[src/udp_tx_defs.svh]
`ifndef UDP_TX_DEFS_SVH
`define UDP_TX_DEFS_SVH

// Ethernet addressing
`define UDP_TX_LOCAL_MAC        48'h11_22_33_44_55_66
`define UDP_TX_DEST_MAC         48'h66_55_44_33_22_11
`define UDP_TX_ETHERTYPE_IPV4   16'h0800

// Local IP 192.168.1.128
`define UDP_TX_LOCAL_IP         32'hC0_A8_01_80

// IPv4 fixed fields
`define UDP_TX_TTL              8'd64
`define UDP_TX_PROTO_UDP        8'd17

// UDP source port
`define UDP_TX_SRC_PORT         16'd1234

// Header sizes in bytes
`define UDP_TX_IP_HDR_BYTES     20
`define UDP_TX_UDP_HDR_BYTES    8
`define UDP_TX_FRAME_HDR_BYTES  42

`endif
[src/udp_tx_pkg.sv]
package udp_tx_pkg;

    // One byte of the stream
    typedef logic [7:0] byte_t;

    // IPv4 address in network order
    typedef logic [31:0] ip_addr_t;

    typedef logic [15:0] udp_port_t;

    // Payload length in bytes, 1 to 1023
    typedef logic [9:0] payload_len_t;

    // Ones-complement header checksum
    typedef logic [15:0] csum_t;

    // Serializer FSM
    typedef enum logic [1:0] {
        IDLE,
        HEADER,
        PAYLOAD
    } ser_state_t;

endpackage

[src/udp_tx_top.sv]
`timescale 1ns/100ps

module udp_tx_top (
    input  logic                      clk,
    input  logic                      rst,

    // Header request
    input  logic                      hdr_valid,
    output logic                      hdr_ready,
    input  udp_tx_pkg::ip_addr_t      hdr_dest_ip,
    input  udp_tx_pkg::udp_port_t     hdr_dest_port,
    input  udp_tx_pkg::payload_len_t  hdr_length,

    // Payload stream
    input  logic                      pay_valid,
    output logic                      pay_ready,
    input  udp_tx_pkg::byte_t         pay_data,
    input  logic                      pay_last,

    // Framed output stream
    output logic                      out_valid,
    input  logic                      out_ready,
    output udp_tx_pkg::byte_t         out_data,
    output logic                      out_last
);

    logic                      loaded;
    logic                      take;
    logic                      csum_valid;
    udp_tx_pkg::csum_t         csum;
    udp_tx_pkg::ip_addr_t      cap_dest_ip;
    udp_tx_pkg::udp_port_t     cap_dest_port;
    udp_tx_pkg::payload_len_t  cap_length;

    udp_hdr_capture u_capture (
        .clk           (clk),
        .rst           (rst),
        .hdr_valid     (hdr_valid),
        .hdr_ready     (hdr_ready),
        .hdr_dest_ip   (hdr_dest_ip),
        .hdr_dest_port (hdr_dest_port),
        .hdr_length    (hdr_length),
        .take          (take),
        .loaded        (loaded),
        .cap_dest_ip   (cap_dest_ip),
        .cap_dest_port (cap_dest_port),
        .cap_length    (cap_length)
    );

    ip_checksum u_checksum (
        .clk         (clk),
        .rst         (rst),
        .loaded      (loaded),
        .cap_dest_ip (cap_dest_ip),
        .cap_length  (cap_length),
        .take        (take),
        .csum_valid  (csum_valid),
        .csum        (csum)
    );

    frame_serializer u_serializer (
        .clk           (clk),
        .rst           (rst),
        .csum_valid    (csum_valid),
        .csum          (csum),
        .cap_dest_ip   (cap_dest_ip),
        .cap_dest_port (cap_dest_port),
        .cap_length    (cap_length),
        .pay_valid     (pay_valid),
        .pay_data      (pay_data),
        .pay_last      (pay_last),
        .out_ready     (out_ready),
        .take          (take),
        .pay_ready     (pay_ready),
        .out_valid     (out_valid),
        .out_data      (out_data),
        .out_last      (out_last)
    );

endmodule

[src/frame_serializer.sv]
`timescale 1ns/100ps

`include "udp_tx_defs.svh"

module frame_serializer (
    input  logic                      clk,
    input  logic                      rst,

    // From checksum and capture stages
    input  logic                      csum_valid,
    input  udp_tx_pkg::csum_t         csum,
    input  udp_tx_pkg::ip_addr_t      cap_dest_ip,
    input  udp_tx_pkg::udp_port_t     cap_dest_port,
    input  udp_tx_pkg::payload_len_t  cap_length,

    // Payload in
    input  logic                      pay_valid,
    input  udp_tx_pkg::byte_t         pay_data,
    input  logic                      pay_last,

    input  logic                      out_ready,

    output logic                      take,
    output logic                      pay_ready,
    output logic                      out_valid,
    output udp_tx_pkg::byte_t         out_data,
    output logic                      out_last
);

    localparam int HDR_BITS = `UDP_TX_FRAME_HDR_BYTES * 8;
    localparam logic [5:0] LAST_HDR_IDX = 6'(`UDP_TX_FRAME_HDR_BYTES - 1);

    udp_tx_pkg::ser_state_t    state;
    logic [5:0]                byte_idx;
    udp_tx_pkg::payload_len_t  pay_cnt;
    udp_tx_pkg::payload_len_t  pay_cnt_next;

    // Frame fields held for the whole frame
    udp_tx_pkg::ip_addr_t      dest_ip_q;
    udp_tx_pkg::udp_port_t     dest_port_q;
    udp_tx_pkg::payload_len_t  len_q;
    udp_tx_pkg::csum_t         csum_q;

    logic [15:0]               ip_total_len;
    logic [15:0]               udp_len;
    logic [HDR_BITS-1:0]       hdr;
    udp_tx_pkg::byte_t         hdr_byte;
    logic                      pay_xfer;

    assign ip_total_len = 16'(`UDP_TX_IP_HDR_BYTES + `UDP_TX_UDP_HDR_BYTES) + {6'd0, len_q};
    assign udp_len      = 16'(`UDP_TX_UDP_HDR_BYTES) + {6'd0, len_q};

    // Ethernet, IPv4 and UDP headers in wire order
    assign hdr = {
        `UDP_TX_DEST_MAC, `UDP_TX_LOCAL_MAC, `UDP_TX_ETHERTYPE_IPV4,
        4'd4, 4'd5, 8'h00, ip_total_len,
        16'h0000, 16'h0000,
        `UDP_TX_TTL, `UDP_TX_PROTO_UDP, csum_q,
        `UDP_TX_LOCAL_IP, dest_ip_q,
        `UDP_TX_SRC_PORT, dest_port_q, udp_len, 16'h0000
    };

    assign hdr_byte = hdr[(HDR_BITS - 8) - 8 * int'(byte_idx) +: 8];

    assign take         = (state == udp_tx_pkg::IDLE) && csum_valid;
    assign pay_xfer     = (state == udp_tx_pkg::PAYLOAD) && pay_valid && out_ready;
    assign pay_cnt_next = pay_cnt + 10'd1;

    always_comb begin
        out_valid = 1'b0;
        out_data  = hdr_byte;
        out_last  = 1'b0;
        pay_ready = 1'b0;
        case (state)
            udp_tx_pkg::HEADER: begin
                out_valid = 1'b1;
            end
            udp_tx_pkg::PAYLOAD: begin
                // Straight pass-through with no added latency
                out_valid = pay_valid;
                out_data  = pay_data;
                out_last  = pay_valid && pay_last;
                pay_ready = out_ready;
            end
            default: begin
                out_valid = 1'b0;
            end
        endcase
    end

    always_ff @(posedge clk) begin
        if (rst) begin
            state    <= udp_tx_pkg::IDLE;
            byte_idx <= 6'd0;
            pay_cnt  <= 10'd0;
        end else begin
            case (state)
                udp_tx_pkg::IDLE: begin
                    if (csum_valid) begin
                        state    <= udp_tx_pkg::HEADER;
                        byte_idx <= 6'd0;
                    end
                end
                udp_tx_pkg::HEADER: begin
                    if (out_ready) begin
                        if (byte_idx == LAST_HDR_IDX) begin
                            state   <= udp_tx_pkg::PAYLOAD;
                            pay_cnt <= 10'd0;
                        end else begin
                            byte_idx <= byte_idx + 6'd1;
                        end
                    end
                end
                udp_tx_pkg::PAYLOAD: begin
                    if (pay_xfer) begin
                        pay_cnt <= pay_cnt_next;
                        if (pay_last) begin
                            state <= udp_tx_pkg::IDLE;
                        end
                    end
                end
                default: begin
                    state <= udp_tx_pkg::IDLE;
                end
            endcase
        end
    end

    // Copy the captured request, which frees the capture entry
    always_ff @(posedge clk) begin
        if (take) begin
            dest_ip_q   <= cap_dest_ip;
            dest_port_q <= cap_dest_port;
            len_q       <= cap_length;
            csum_q      <= csum;
        end
    end

    // Application must end the payload exactly at the requested length
    a_last_at_length : assert property (
        @(posedge clk) disable iff (rst)
        pay_xfer |-> (pay_last == (pay_cnt_next == len_q))
    ) else $error("pay_last does not match requested payload length");

endmodule

[src/ip_checksum.sv]
`timescale 1ns/100ps

`include "udp_tx_defs.svh"

module ip_checksum (
    input  logic                      clk,
    input  logic                      rst,
    input  logic                      loaded,
    input  udp_tx_pkg::ip_addr_t      cap_dest_ip,
    input  udp_tx_pkg::payload_len_t  cap_length,
    input  logic                      take,
    output logic                      csum_valid,
    output udp_tx_pkg::csum_t         csum
);

    localparam logic [3:0] LAST_WORD = 4'(`UDP_TX_IP_HDR_BYTES / 2 - 1);

    logic               busy;
    logic [3:0]         word_idx;
    logic               step;
    logic [15:0]        word;
    logic [15:0]        total_len;
    logic [16:0]        sum;
    udp_tx_pkg::csum_t  acc;

    assign total_len = 16'(`UDP_TX_IP_HDR_BYTES + `UDP_TX_UDP_HDR_BYTES) + {6'd0, cap_length};

    // Header words in order, checksum field as zero
    always_comb begin
        case (word_idx)
            4'd0:    word = {4'd4, 4'd5, 8'h00};
            4'd1:    word = total_len;
            4'd4:    word = {`UDP_TX_TTL, `UDP_TX_PROTO_UDP};
            4'd6:    word = 16'(`UDP_TX_LOCAL_IP >> 16);
            4'd7:    word = 16'(`UDP_TX_LOCAL_IP);
            4'd8:    word = cap_dest_ip[31:16];
            4'd9:    word = cap_dest_ip[15:0];
            default: word = 16'h0000;
        endcase
    end

    // First word adds onto zero
    assign step = loaded || busy;
    assign sum  = {1'b0, (loaded ? 16'h0000 : acc)} + {1'b0, word};

    always_ff @(posedge clk) begin
        if (rst) begin
            busy       <= 1'b0;
            word_idx   <= 4'd0;
            csum_valid <= 1'b0;
        end else begin
            if (step) begin
                if (word_idx == LAST_WORD) begin
                    busy       <= 1'b0;
                    word_idx   <= 4'd0;
                    csum_valid <= 1'b1;
                end else begin
                    busy     <= 1'b1;
                    word_idx <= word_idx + 4'd1;
                end
            end
            if (take) begin
                csum_valid <= 1'b0;
            end
        end
    end

    // End-around carry
    always_ff @(posedge clk) begin
        if (step) begin
            acc <= sum[15:0] + {15'd0, sum[16]};
        end
    end

    assign csum = ~acc;

    a_no_overlap : assert property (
        @(posedge clk) disable iff (rst)
        loaded |-> !busy && !csum_valid
    ) else $error("new header loaded while checksum still in use");

endmodule

[src/udp_hdr_capture.sv]
`timescale 1ns/100ps

module udp_hdr_capture (
    input  logic                      clk,
    input  logic                      rst,

    input  logic                      hdr_valid,
    output logic                      hdr_ready,
    input  udp_tx_pkg::ip_addr_t      hdr_dest_ip,
    input  udp_tx_pkg::udp_port_t     hdr_dest_port,
    input  udp_tx_pkg::payload_len_t  hdr_length,

    // Serializer has copied the entry
    input  logic                      take,

    output logic                      loaded,
    output udp_tx_pkg::ip_addr_t      cap_dest_ip,
    output udp_tx_pkg::udp_port_t     cap_dest_port,
    output udp_tx_pkg::payload_len_t  cap_length
);

    logic full;
    logic accept;

    // Single entry, so only accept when empty
    assign hdr_ready = !full;
    assign accept    = hdr_valid && hdr_ready;

    always_ff @(posedge clk) begin
        if (rst) begin
            full   <= 1'b0;
            loaded <= 1'b0;
        end else begin
            loaded <= accept;
            if (accept) begin
                full <= 1'b1;
            end else if (take) begin
                full <= 1'b0;
            end
        end
    end

    always_ff @(posedge clk) begin
        if (accept) begin
            cap_dest_ip   <= hdr_dest_ip;
            cap_dest_port <= hdr_dest_port;
            cap_length    <= hdr_length;
        end
    end

    // Serializer may only take a header that is actually held
    a_take_when_full : assert property (
        @(posedge clk) disable iff (rst)
        take |-> full
    ) else $error("take seen while header entry is empty");

endmodule

[config.mk]
export PLATFORM = sky130hd
export DESIGN_NAME = udp_tx_top
export DESIGN_NICKNAME = d
export VERILOG_FILES = /design/src/udp_tx_pkg.sv /design/src/udp_tx_top.sv /design/src/frame_serializer.sv /design/src/ip_checksum.sv /design/src/udp_hdr_capture.sv
export VERILOG_INCLUDE_DIRS = /design/src
export SDC_FILE = /design/constraint.sdc
export NUM_CORES = 1
export LEC_CHECK = 0
export BUFFER_PORTS_ARGS = -buffer_cell sky130_fd_sc_hd__buf_2
export CORE_MARGIN = 4
export CORE_UTILIZATION = 59
export DETAILED_ROUTE_END_ITERATION = 16
export PLACE_DENSITY = 0.78
export SLEW_MARGIN = 20
export SYNTH_ARGS = -nofsm -noshare
export SYNTH_HDL_FRONTEND = slang
export SYNTH_SLANG_ARGS = --single-unit
[constraint.sdc]
create_clock -name clk -period 5.3 [get_ports clk]
set_input_delay 0.53 -clock clk [delete_from_list [all_inputs] [get_ports clk]]
set_output_delay 0.53 -clock clk [all_outputs]
set_load 0.01 [all_outputs]
==> impl_results.md, run 1 <==
* Clock Root Buffer: clkbuf_16
* Crit path cell chain: nand2_1, nor2_1, buf_4, a221o_1, ha_1, inv_1, fa_1, nand2b_1, a21oi_2, o21ai_1, a31oi_1, nand2_1, nand2_1, a21o_1, ha_1, nor2b_1, nand2_1, nor2_1, nand3_1, nor4_2, xnor2_1
* M1 GR Usage at 0.345
* Setup TNS at 0 ps
* Final instance area at 9530 sq um
* Clock Sinks at 164
* Asr flop ratio synth at 0
* Buf/Inv on CP at 2
* CP startpoint kind: register
* Inserted Diodes at 0
* Global placement routability congestion at 0.938
* Seq/Total Area, Yosys at 0.570
* Total gr overflow at 0
* Post-Syn Nets at 836
* Placed cells at 972
* Largest cells by area after synthesis: edfxtp_1, ha_1, dfxtp_1
* Synth Flop Type: edfxtp_1
* Number of global-route vias before repair at 5,618
* GRT Util Overall at 0.248
* Core box area at 13,900 sq um
* Largest net degree at the start of global routing at 60
* Yosys cell types at 67
* Clock skew at 11.1 ps
* Pwr dens at 345 nW/um^2
* Endpoints failing setup at 0
* Initial core utilization at 0.602
* Drt drc at 0
* Cells after Synth at 733
* Slew @ Worst Pin at 825 ps
* Total power at 3290 uW
* Met3 track demand over resource at 0.0581
* Row cnt at 43
* CTS buffer count at 17
* Req. time, crit path at 5470 ps
* Mapped cell area at 8360 sq um
* IR drop worst, VDD at 0.000305 V
* Lkg Pwr at 0.00363 uW
* Dpl hpwl at 14,700 microns
* Tightest Hold Check Type: in -> reg
* Routed vias at 5,987
* Slew margin rel. at 0.448
* Die extent in x at 127 microns
* Final #Nets at 914
* Crit share post-route at 0.841
* Most Crowded Layer GR: met2
* Unrepaired setup endpoints after global routing: no
* Crit path max-delay family: simple AND/OR/NAND/NOR gates
* Final ANT Viol Nets at 0
* Fin. Hold Viols at 0
* Routed wire length at 19,700 microns
* Clk_lat worst skew at 430 ps
* Fraction of layout cells with a size suffix above 1 at 0.181
* Ys Warns at 0
* Max_cap viols at 0
* Worst reg2reg setup slack at 840 ps
* Max-slew violation count at 0
* Most frequent CP cell: nand2_1
* Final setup margin at 843 ps
* Achievable clock frequency at 224 MHz
* Met2 Resource Use GR at 0.381
* CP Class: reg -> reg
* Ports at 84
* Most frequent cell after synthesis: edfxtp_1
* Drt initial violations at 613
* Die ar. at 16,100 sq um
* EDFF count, synth at 148
* Antenna violations before repair at 0
* Status: finished, final reports clean
* Critical path endpoint category: register
* Port Buffer Count at 83
* First-pass GRT wire length at 30,600 microns
* Hold_buf cts at 0
* Layout area overhead at 14.0%
* Pre-Repair DR Iteration Count at 5
* Syn_area_per_cell at 11.4 sq um
* CTS Buffer Depth at 2
* CTS tree: yes
* Slowest stage cell, crit path: dfxtp_1
* Reg clk slew, reported paths at 70 ps
* Largest area contributor in the netlist: edfxtp_1
* Post-CTS Setup Repair Bufs at 0
* CP max stage delay at 500 ps
* Via density at 5.96
* CTS H-tree lvls at 4
* Placed inst area at 8940 sq um
* Final std cells w/o fill at 1,004
* Min cycle time layout at 4460 ps
* Crit path DAT at 4630 ps
* Critical path peak fanout at 13
* Share of the synthesized area in the top cell type at 0.532
* Post_cts resized at 0
* Dpl ws at 932 ps
* #FFs+latches synth at 164
* Commonest cells in the netlist: edfxtp_1, nor2_1, nand2_1, a21oi_1, inv_1
* Drt wl/cell at 19.6 microns
* Die height at 127 microns
-- final cells by class --
type,instances,area [sq um]
sequential,164,4770
inverter,45,169
clock inverter,15,168
clock buffer,17,425
timing repair buffer,94,498
multi-input combinational,489,3280
fill,1015,4350
tap,180,225
-- path summary, 6_finish.rpt --
path | from | to | depth (start not counted)
setup / recovery | u_checksum.word_idx[3] | u_checksum.acc[14] | 21
hold / removal | hdr_dest_ip[31] | u_capture.cap_dest_ip[31] | 1
setup reg to reg | u_checksum.word_idx[3] | u_checksum.acc[14] | 21
hold reg to reg | u_capture.cap_dest_port[15] | u_serializer.dest_port_q[15] | 0
-- stage by stage --
stage           util  hold slack (ps)
6_report       0.686              270
4_1_cts        0.686              260
3_3_place_gp   0.644              406
3_5_place_dp   0.644              405
2_1_floorplan      -              400
5_1_grt        0.686              251
-- flip-flops by register name (all words and copies together), names as in the netlist, 2 cells and up --
register / flops
u_checksum.word_idx: 4
u_serializer.dest_port_q: 16
u_serializer.byte_idx: 6
u_serializer.csum_q: 16
u_checksum.acc: 16
u_serializer.dest_ip_q: 32
u_capture.cap_length: 10
u_serializer.len_q: 10
u_capture.cap_dest_port: 16
u_serializer.state: 2
u_capture.cap_dest_ip: 32
-- where the power goes --
group          total, uW  internal (uW)  switching (uW)  leakage [uW]
Sequential          1530           1490            41.9       0.00150
Clock               1240            707             530      0.000292
Combinational        518            206             312       0.00184
Total               3290           2400             884       0.00363
-- per-layer routing --
layer  share of wire  vias up
li1                -     2851
met1            0.44     2826
met2            0.46      270
met3           0.072       40
met4           0.029        0
met5               0        -
-- worst reg2reg max path, stage by stage (launching register included) --
cell	delay, ps
dfxtp_1	500
nand2_1	200
nor2_1	140
buf_4	210
a221o_1	220
ha_1	220
inv_1	70
fa_1	390
nand2b_1	200
a21oi_2	260
o21ai_1	140
a31oi_1	230
nand2_1	80
nand2_1	70
a21o_1	140
ha_1	150
nor2b_1	230
nand2_1	90
nor2_1	180
nand3_1	180
nor4_2	220
xnor2_1	100
-- cell families after synthesis --
family | count (synthesis) | share of synthesized area
adder cells (fa/ha/maj) | 31 | 0.0473
flip-flops | 164 | 0.570
AND/OR/NAND/NOR | 209 | 0.119
buffers and inverters | 80 | 0.0388
multiplexers | 14 | 0.0219
AO/OA/AOI/OAI | 180 | 0.144
XOR/XNOR | 55 | 0.0594
-- placed cells by master, fill, tap and decap left out, types with 9 or more instances in the layout --
| cell | Yosys | routed |
|---|---|---|
| a21oi_1 | 45 | 45 |
| a31oi_1 | 12 | 12 |
| buf_2 | 7 | 83 |
| buf_4 | 2 | 11 |
| clkbuf_16 | 0 | 17 |
| dfxtp_1 | 16 | 15 |
| edfxtp_1 | 148 | 148 |
| ha_1 | 30 | 30 |
| inv_1 | 45 | 44 |
| nand2_1 | 59 | 59 |
| nand2b_1 | 11 | 11 |
| nand3_1 | 14 | 14 |
| nor2_1 | 68 | 68 |
| nor2b_1 | 11 | 10 |
| nor3_1 | 14 | 14 |
| o21ai_0 | 31 | 31 |
| o22ai_1 | 9 | 9 |
| xnor2_1 | 28 | 28 |
| xor2_1 | 25 | 25 |
No activity file was read; power rests on OpenSTA's default activity.
==> run 2, diff against run 1 <==
- CORE_UTILIZATION: 59 -> 54
- PLACE_DENSITY: 0.78 -> 0.75
- clock period: 5.3 -> 3.62 ns (I/O delays scaled with it)
==> run 2 against run 1 <==
Effect of this change:
- the flow now finishes with violations (negative setup slack)
- first-iteration DRC count unchanged
- design area up 7.3%
- global-route usage down 0.40 points
- worst hold slack worse by 160 ps
- register-to-register slack worse by 950 ps
- clock skew down 3.3 ps
==> impl_results.md, run 2 (synthesis gave the netlist of run 1 again) <==
* Status: finished with violations (was finished, final reports clean)
* Failing checks: negative setup slack
* Endpoints failing setup at 5 (was 0)
* Max-slew violation count at 0 (unchanged)
* Req. time, crit path at 3780 ps (was 5470 ps)
* Tightest Hold Check Type: in -> reg (unchanged)
* Pre-Repair DR Iteration Count at 5 (unchanged)
* Final instance area at 10,200 sq um (was 9530 sq um)
* Post-layout util at 0.673 (was 0.686)
* Die height at 132 microns (was 127 microns)
* Antenna violations before repair at 0 (unchanged)
* Drt initial violations at 613 (unchanged)
* Share of power burned in registers at 0.452 (was 0.466)
* First-pass GRT wire length at 33,200 microns (was 30,600 microns)
* Total gr overflow at 0 (unchanged)
* Fin. Hold Viols at 0 (unchanged)
* Max_cap viols at 0 (unchanged)
* Inserted Diodes at 0 (unchanged)
* Final hold slack at 108 ps (was 270 ps)
* CP Class: reg -> reg (unchanged)
* Critical path endpoint category: register (unchanged)
* Achievable clock frequency at 268 MHz (was 224 MHz)
* Psw at 1310 uW (was 884 uW)
* Reg2reg start: u_checksum.word_idx[2] (was u_checksum.word_idx[3])
* Clock Sinks at 164 (unchanged)
* Crit path cell chain: buf_6, nor2b_4, a21oi_2, nor3_2, a221o_1, ha_2, inv_2, fa_2, nand2b_4, a21oi_4, o21ai_2, a31oi_2, nand2_1, nand2_1, a21o_1, ha_2, nor2b_4, nand2_1, nor2_2, nand3_2, buf_6, xnor2_1 (was nand2_1, nor2_1, buf_4, a221o_1, ha_1, inv_1, fa_1, nand2b_1, a21oi_2, o21ai_1, a31oi_1, nand2_1, nand2_1, a21o_1, ha_1, nor2b_1, nand2_1, nor2_1, nand3_1, nor4_2, xnor2_1)
* Lkg Pwr at 0.00395 uW (was 0.00363 uW)
* Internal power at 3650 uW (was 2400 uW)
* Ports at 84 (unchanged)
* Clock Root Buffer: clkbuf_16 (unchanged)
* Drt drc at 0 (unchanged)
* Buf/Inv on CP at 3 (was 2)
* CP startpoint kind: register (unchanged)
* Worst reg2reg setup slack at -110 ps (was 840 ps)
* Via density at 5.86 (was 5.96)
* Final ANT Viol Nets at 0 (unchanged)
* Placed inst area at 9360 sq um (was 8940 sq um)
* Slew @ Worst Pin at 769 ps (was 825 ps)
* CTS tree: yes (unchanged)
* Layout area overhead at 22.3% (was 14.0%)
* Number of global-route vias before repair at 6,177 (was 5,618)
* Biggest registers after layout: u_capture.cap_dest_ip x32, u_serializer.dest_ip_q x32 (unchanged)
* Dpl ws at -183 ps (was 932 ps)
* CP max stage delay at 360 ps (was 500 ps)
* Pwr dens at 484 nW/um^2 (was 345 nW/um^2)
* Final #Nets at 971 (was 914)
* Dpl hpwl at 15,500 microns (was 14,700 microns)
* Die extent in x at 132 microns (was 127 microns)
* CTS Buffer Depth at 2 (unchanged)
* Clock skew at 7.82 ps (was 11.1 ps)
* Most frequent CP cell: nand2_1 (unchanged)
* Sw Share at 0.264 (was 0.269)
* Unrepaired setup endpoints after global routing: yes (was no)
* Routed wire length at 21,400 microns (was 19,700 microns)
* Slew margin rel. at 0.484 (was 0.448)
* End of the critical path: u_checksum.acc[10] (was u_checksum.acc[14])
* Drt wl/cell at 20.0 microns (was 19.6 microns)
* Row cnt at 45 (was 43)
* Comb pwr share at 0.181 (was 0.158)
* Total of fill cells in the finished design at 1,116 (was 1,015)
* Fraction of layout cells with a size suffix above 1 at 0.280 (was 0.181)
* Crit path DAT at 3880 ps (was 4630 ps)
* IR drop worst, VDD at 0.000356 V (was 0.000305 V)
* Most common cell after layout, fill and taps aside: edfxtp_1 (unchanged)
* GRT Util Overall at 0.244 (was 0.248)
* Global placement routability congestion at 0.984 (was 0.938)
* Clock power frac at 0.367 (was 0.377)
* Commonest cells after routing, fill and taps aside: edfxtp_1, buf_2, nor2_1, buf_4, nand2_1 (was edfxtp_1, buf_2, nor2_1, nand2_1, a21oi_1)
* Core box area at 15,200 sq um (was 13,900 sq um)
* Die ar. at 17,500 sq um (was 16,100 sq um)
* CTS H-tree lvls at 4 (unchanged)
* Worst path depth at 22 (was 21)
* R2R depth at 22 (was 21)
* Worst Setup SP: u_checksum.word_idx[2] (was u_checksum.word_idx[3])
* Initial core utilization at 0.550 (was 0.602)
* Total power at 4950 uW (was 3290 uW)
* Routed vias at 6,265 (was 5,987)
* Final setup margin at -105 ps (was 843 ps)
* Critical path peak fanout at 6 (was 13)
* CTS buffer count at 17 (unchanged)
* Min cycle time layout at 3730 ps (was 4460 ps)
* Worst r2r dst: u_checksum.acc[10] (was u_checksum.acc[14])
* Crit path max-delay family: simple AND/OR/NAND/NOR gates (unchanged)
* Crit share post-route at 1.03 (was 0.841)
* Port Buffer Count at 83 (unchanged)
* Largest net degree at the start of global routing at 60 (unchanged)
* Slowest stage cell, crit path: fa_2 (was dfxtp_1)
* Reg clk slew, reported paths at 60 ps (was 70 ps)
* Clk_lat worst skew at 430 ps (about the same)
[run 2: cell count changes in the layout (fill, tap and decap cells not counted), sizes merged]
cell | before | now
clkinv | 5 | 8
buf | 94 | 150
inv | 52 | 46
clkbuf | 17 | 20
bufinv | 2 | 3
[run 2: per-layer routing]
layer | up-vias | share of wire | global-route usage
met1 | 3001 | 0.41 | 0.314
li1 | 2970 | - | -
met3 | 39 | 0.062 | 0.0471
met5 | - | 0 | 0
met4 | 0 | 0.022 | 0.0837
met2 | 255 | 0.50 | 0.415
[run 2: worst min-delay path by stage]
| stage | startpoint | endpoint | depth (start not counted) |
|---|---|---|---|
| after floorplan | u_capture.cap_dest_port[0] | u_serializer.dest_port_q[0] | 0 |
| after detailed placement | u_capture.cap_dest_port[0] | u_serializer.dest_port_q[0] | 0 |
| final | hdr_dest_ip[16] | u_capture.cap_dest_ip[16] | 1 |
| after global routing | hdr_dest_ip[29] | u_capture.cap_dest_ip[29] | 1 |
| after global placement | u_capture.cap_dest_port[5] | u_serializer.dest_port_q[5] | 0 |
| after CTS | hdr_dest_ip[1] | u_capture.cap_dest_ip[1] | 1 |
[run 2: metrics by stage]
stage | instances | setup TNS [ps]
after floorplan | 733 | -15.7
after global placement | 1020 | -29.4
after detailed placement | 1020 | -665
after CTS | 1056 | -16.5
after global routing | 1069 | -2600
final | 1069 | -353
[run 2: cell type report]
cell class,count,area [sq um],share of cell area
multi-input combinational,489,3500,0.342
tap,188,235,0.0230
clock inverter,13,159,0.0155
timing repair buffer,151,960,0.0939
sequential,164,4770,0.467
inverter,45,169,0.0165
clock buffer,19,433,0.0423
[run 2: what timing repair did]
item / in CTS / in global routing
resized for setup: 15 / 27
gates cloned: 0 / 0
setup endpoints to repair: 10 / 15
hold buffers: 0 / 0
setup buffers: 4 / 13
pin swaps: 6 / 21
[run 2: power by group through the flow]
| stage | logic, uW | clock network, uW | registers [uW] |
|---|---|---|---|
| floorplan | 580 | 0 | 2240 |
| global placement | 811 | 0 | 2280 |
| detailed placement | 832 | 0 | 2280 |
| CTS | 855 | 1830 | 2240 |
| global route | 980 | 1920 | 2250 |
| finish | 895 | 1820 | 2240 |
==> run 3, diff against run 2 <==
- CORE_UTILIZATION: 54 -> 64
- PLACE_DENSITY: 0.75 -> 0.83
- clock period: 3.62 -> 4.3 ns (I/O delays scaled with it)
==> run 3 against run 2 <==
Effect of this change:
- the flow now finishes without violations
- flip-flop and latch count is the same
- clock-buffer cell count shrank 1
- worst hold slack gained 66 ps
- maximum frequency shrank 9.0%
- critical path depth shrank 3
==> impl_results.md, run 3 (synthesis gave the netlist of run 1 again) <==
* Status: finished, final reports clean (was finished with violations)
* Final ANT Viol Nets at 0 (unchanged)
* Commonest cells after routing, fill and taps aside: edfxtp_1, buf_2, nor2_1, nand2_1, a21oi_1 (was edfxtp_1, buf_2, nor2_1, buf_4, nand2_1)
* CP max stage delay at 480 ps (was 360 ps)
* CP startpoint kind: register (unchanged)
* Max-slew violation count at 0 (unchanged)
* Fraction of layout cells with a size suffix above 1 at 0.207 (was 0.280)
* Crit path cell chain: nand2b_1, or3_1, o21ai_0, ha_2, buf_4, a21oi_1, nand2_1, o21ai_1, a31oi_2, nand2_1, nand2_1, a21o_1, ha_1, nor2b_1, nand2_1, nor2_2, nand3_1, nor2_1, xnor2_1 (was buf_6, nor2b_4, a21oi_2, nor3_2, a221o_1, ha_2, inv_2, fa_2, nand2b_4, a21oi_4, o21ai_2, a31oi_2, nand2_1, nand2_1, a21o_1, ha_2, nor2b_4, nand2_1, nor2_2, nand3_2, buf_6, xnor2_1)
* Endpoints failing setup at 0 (was 5)
* Slew @ Worst Pin at 1050 ps (was 769 ps)
* Global placement routability congestion at 0.968 (was 0.984)
* First-pass GRT wire length at 32,900 microns (was 33,200 microns)
* Ports at 84 (unchanged)
* Sw Share at 0.265 (was 0.264)
* Final #Nets at 929 (was 971)
* Clock Root Buffer: clkbuf_16 (unchanged)
* Comb pwr share at 0.165 (was 0.181)
* Max_cap viols at 0 (unchanged)
* Drt drc at 0 (unchanged)
* Layout area overhead at 16.0% (was 22.3%)
* Most frequent CP cell: nand2_1 (unchanged)
* Critical path endpoint category: register (unchanged)
* Dpl hpwl at 15,800 microns (was 15,500 microns)
* Fin. Hold Viols at 0 (unchanged)
* Crit share post-route at 0.952 (was 1.03)
* Number of global-route vias before repair at 5,941 (was 6,177)
* Row cnt at 41 (was 45)
* Psw at 1090 uW (was 1310 uW)
* Clock skew at 12.3 ps (was 7.82 ps)
* Total of fill cells in the finished design at 848 (was 1,116)
* Slew margin rel. at 0.300 (was 0.484)
* Dpl ws at -74.6 ps (was -183 ps)
* Reg clk slew, reported paths at 70 ps (was 60 ps)
* Total gr overflow at 0 (unchanged)
* Internal power at 3030 uW (was 3650 uW)
* CTS buffer count at 17 (unchanged)
* Total power at 4120 uW (was 4950 uW)
* Critical path peak fanout at 6 (unchanged)
* Pre-Repair DR Iteration Count at 6 (was 5)
* Post-layout util at 0.762 (was 0.673)
* Final setup margin at 205 ps (was -105 ps)
* Routed vias at 6,241 (was 6,265)
* Slowest stage cell, crit path: or3_1 (was fa_2)
* CTS H-tree lvls at 4 (unchanged)
* Largest net degree at the start of global routing at 52 (was 60)
* Achievable clock frequency at 244 MHz (was 268 MHz)
* Inserted Diodes at 0 (unchanged)
* Antenna violations before repair at 0 (unchanged)
* CP Class: reg -> reg (unchanged)
* Crit path DAT at 4250 ps (was 3880 ps)
* Setup TNS at 0 ps (was -353 ps)
* Clk_lat worst skew at 420 ps (was 430 ps)
* Biggest registers after layout: u_capture.cap_dest_ip x32, u_serializer.dest_ip_q x32 (unchanged)
* Core box area at 12,700 sq um (was 15,200 sq um)
* Routed wire length at 21,600 microns (was 21,400 microns)
* Via density at 6.17 (was 5.86)
* Share of power burned in registers at 0.457 (was 0.452)
* Min cycle time layout at 4100 ps (was 3730 ps)
* IR drop worst, VDD at 0.000336 V (was 0.000356 V)
* Tightest Hold Check Type: in -> reg (unchanged)
* GRT Util Overall at 0.297 (was 0.244)
* Pwr dens at 425 nW/um^2 (was 484 nW/um^2)
* CTS Buffer Depth at 2 (unchanged)
* Drt initial violations at 999 (was 613)
* Lkg Pwr at 0.00370 uW (was 0.00395 uW)
* Hold_buf cts at 0 (unchanged)
* Req. time, crit path at 4460 ps (was 3780 ps)
* Clock Sinks at 164 (unchanged)
* CTS tree: yes (unchanged)
* Clock power frac at 0.378 (was 0.367)
* Die ar. at 15,000 sq um (was 17,500 sq um)
* Die height at 122 microns (was 132 microns)
* Initial core utilization at 0.657 (was 0.550)
* Drt wl/cell at 21.4 microns (was 20.0 microns)
* Port Buffer Count at 83 (unchanged)
* Most common cell after layout, fill and taps aside: edfxtp_1 (unchanged)
* Die extent in x at 122 microns (was 132 microns)
## run 3: through the flow
stage / instance area, sq um / std cells / hold WS (ps)
2_1_floorplan: 8360 / 733 / 400
3_3_place_gp: 9020 / 975 / 403
3_5_place_dp: 9020 / 975 / 409
4_1_cts: 9630 / 1007 / 167
5_1_grt: 9690 / 1011 / 163
6_report: 9690 / 1011 / 174
## run 3: path summary, 6_finish.rpt
check,start,endpoint,slack (ps),cells past startpoint
hold reg to reg,u_capture.cap_dest_port[12],u_serializer.dest_port_q[12],420,0
hold / removal,hdr_dest_ip[21],u_capture.cap_dest_ip[21],170,1
setup / recovery,u_checksum.word_idx[1],u_checksum.acc[12],200,19
setup reg to reg,u_checksum.word_idx[1],u_checksum.acc[12],200,19
## run 3: repair_timing
item	CTS	global route
setup buffers	0	4
setup endpoints to repair	3	10
pin swaps	0	2
resized for setup	4	8
## run 3: per-layer routing
metal	GRT usage	vias up	part of all wire	wire length [microns]
met5	0	-	0	0
met4	0.0938	0	0.027	583
met3	0.0548	49	0.077	1670
li1	-	2881	-	-
met2	0.511	323	0.51	10900
met1	0.384	2988	0.39	8410
## run 3: final cells by class
class,count,area (sq um),area share
inverter,45,169,0.0174
clock inverter,14,174,0.0179
sequential,164,4770,0.492
clock buffer,18,429,0.0443
tap,172,215,0.0222
timing repair buffer,109,623,0.0643
multi-input combinational,489,3320,0.342
## run 3: critical path: cells and delay by family, from the launching register on
| family | cells | cell delay [ps] |
|---|---|---|
| flip-flops | 1 | 350 |
| buffers and inverters | 1 | 140 |
| AO/OA/AOI/OAI | 5 | 1120 |
| adder cells (fa/ha/maj) | 2 | 520 |
| AND/OR/NAND/NOR | 10 | 1560 |
| XOR/XNOR | 1 | 140 |
## run 3: power by group through the flow
stage / Clock (uW) / Combinational (uW) / Sequential [uW]
global placement: 0 / 626 / 1910
CTS: 1560 / 658 / 1880
floorplan: 0 / 472 / 1890
global route: 1650 / 745 / 1890
finish: 1560 / 681 / 1880
detailed placement: 0 / 647 / 1920
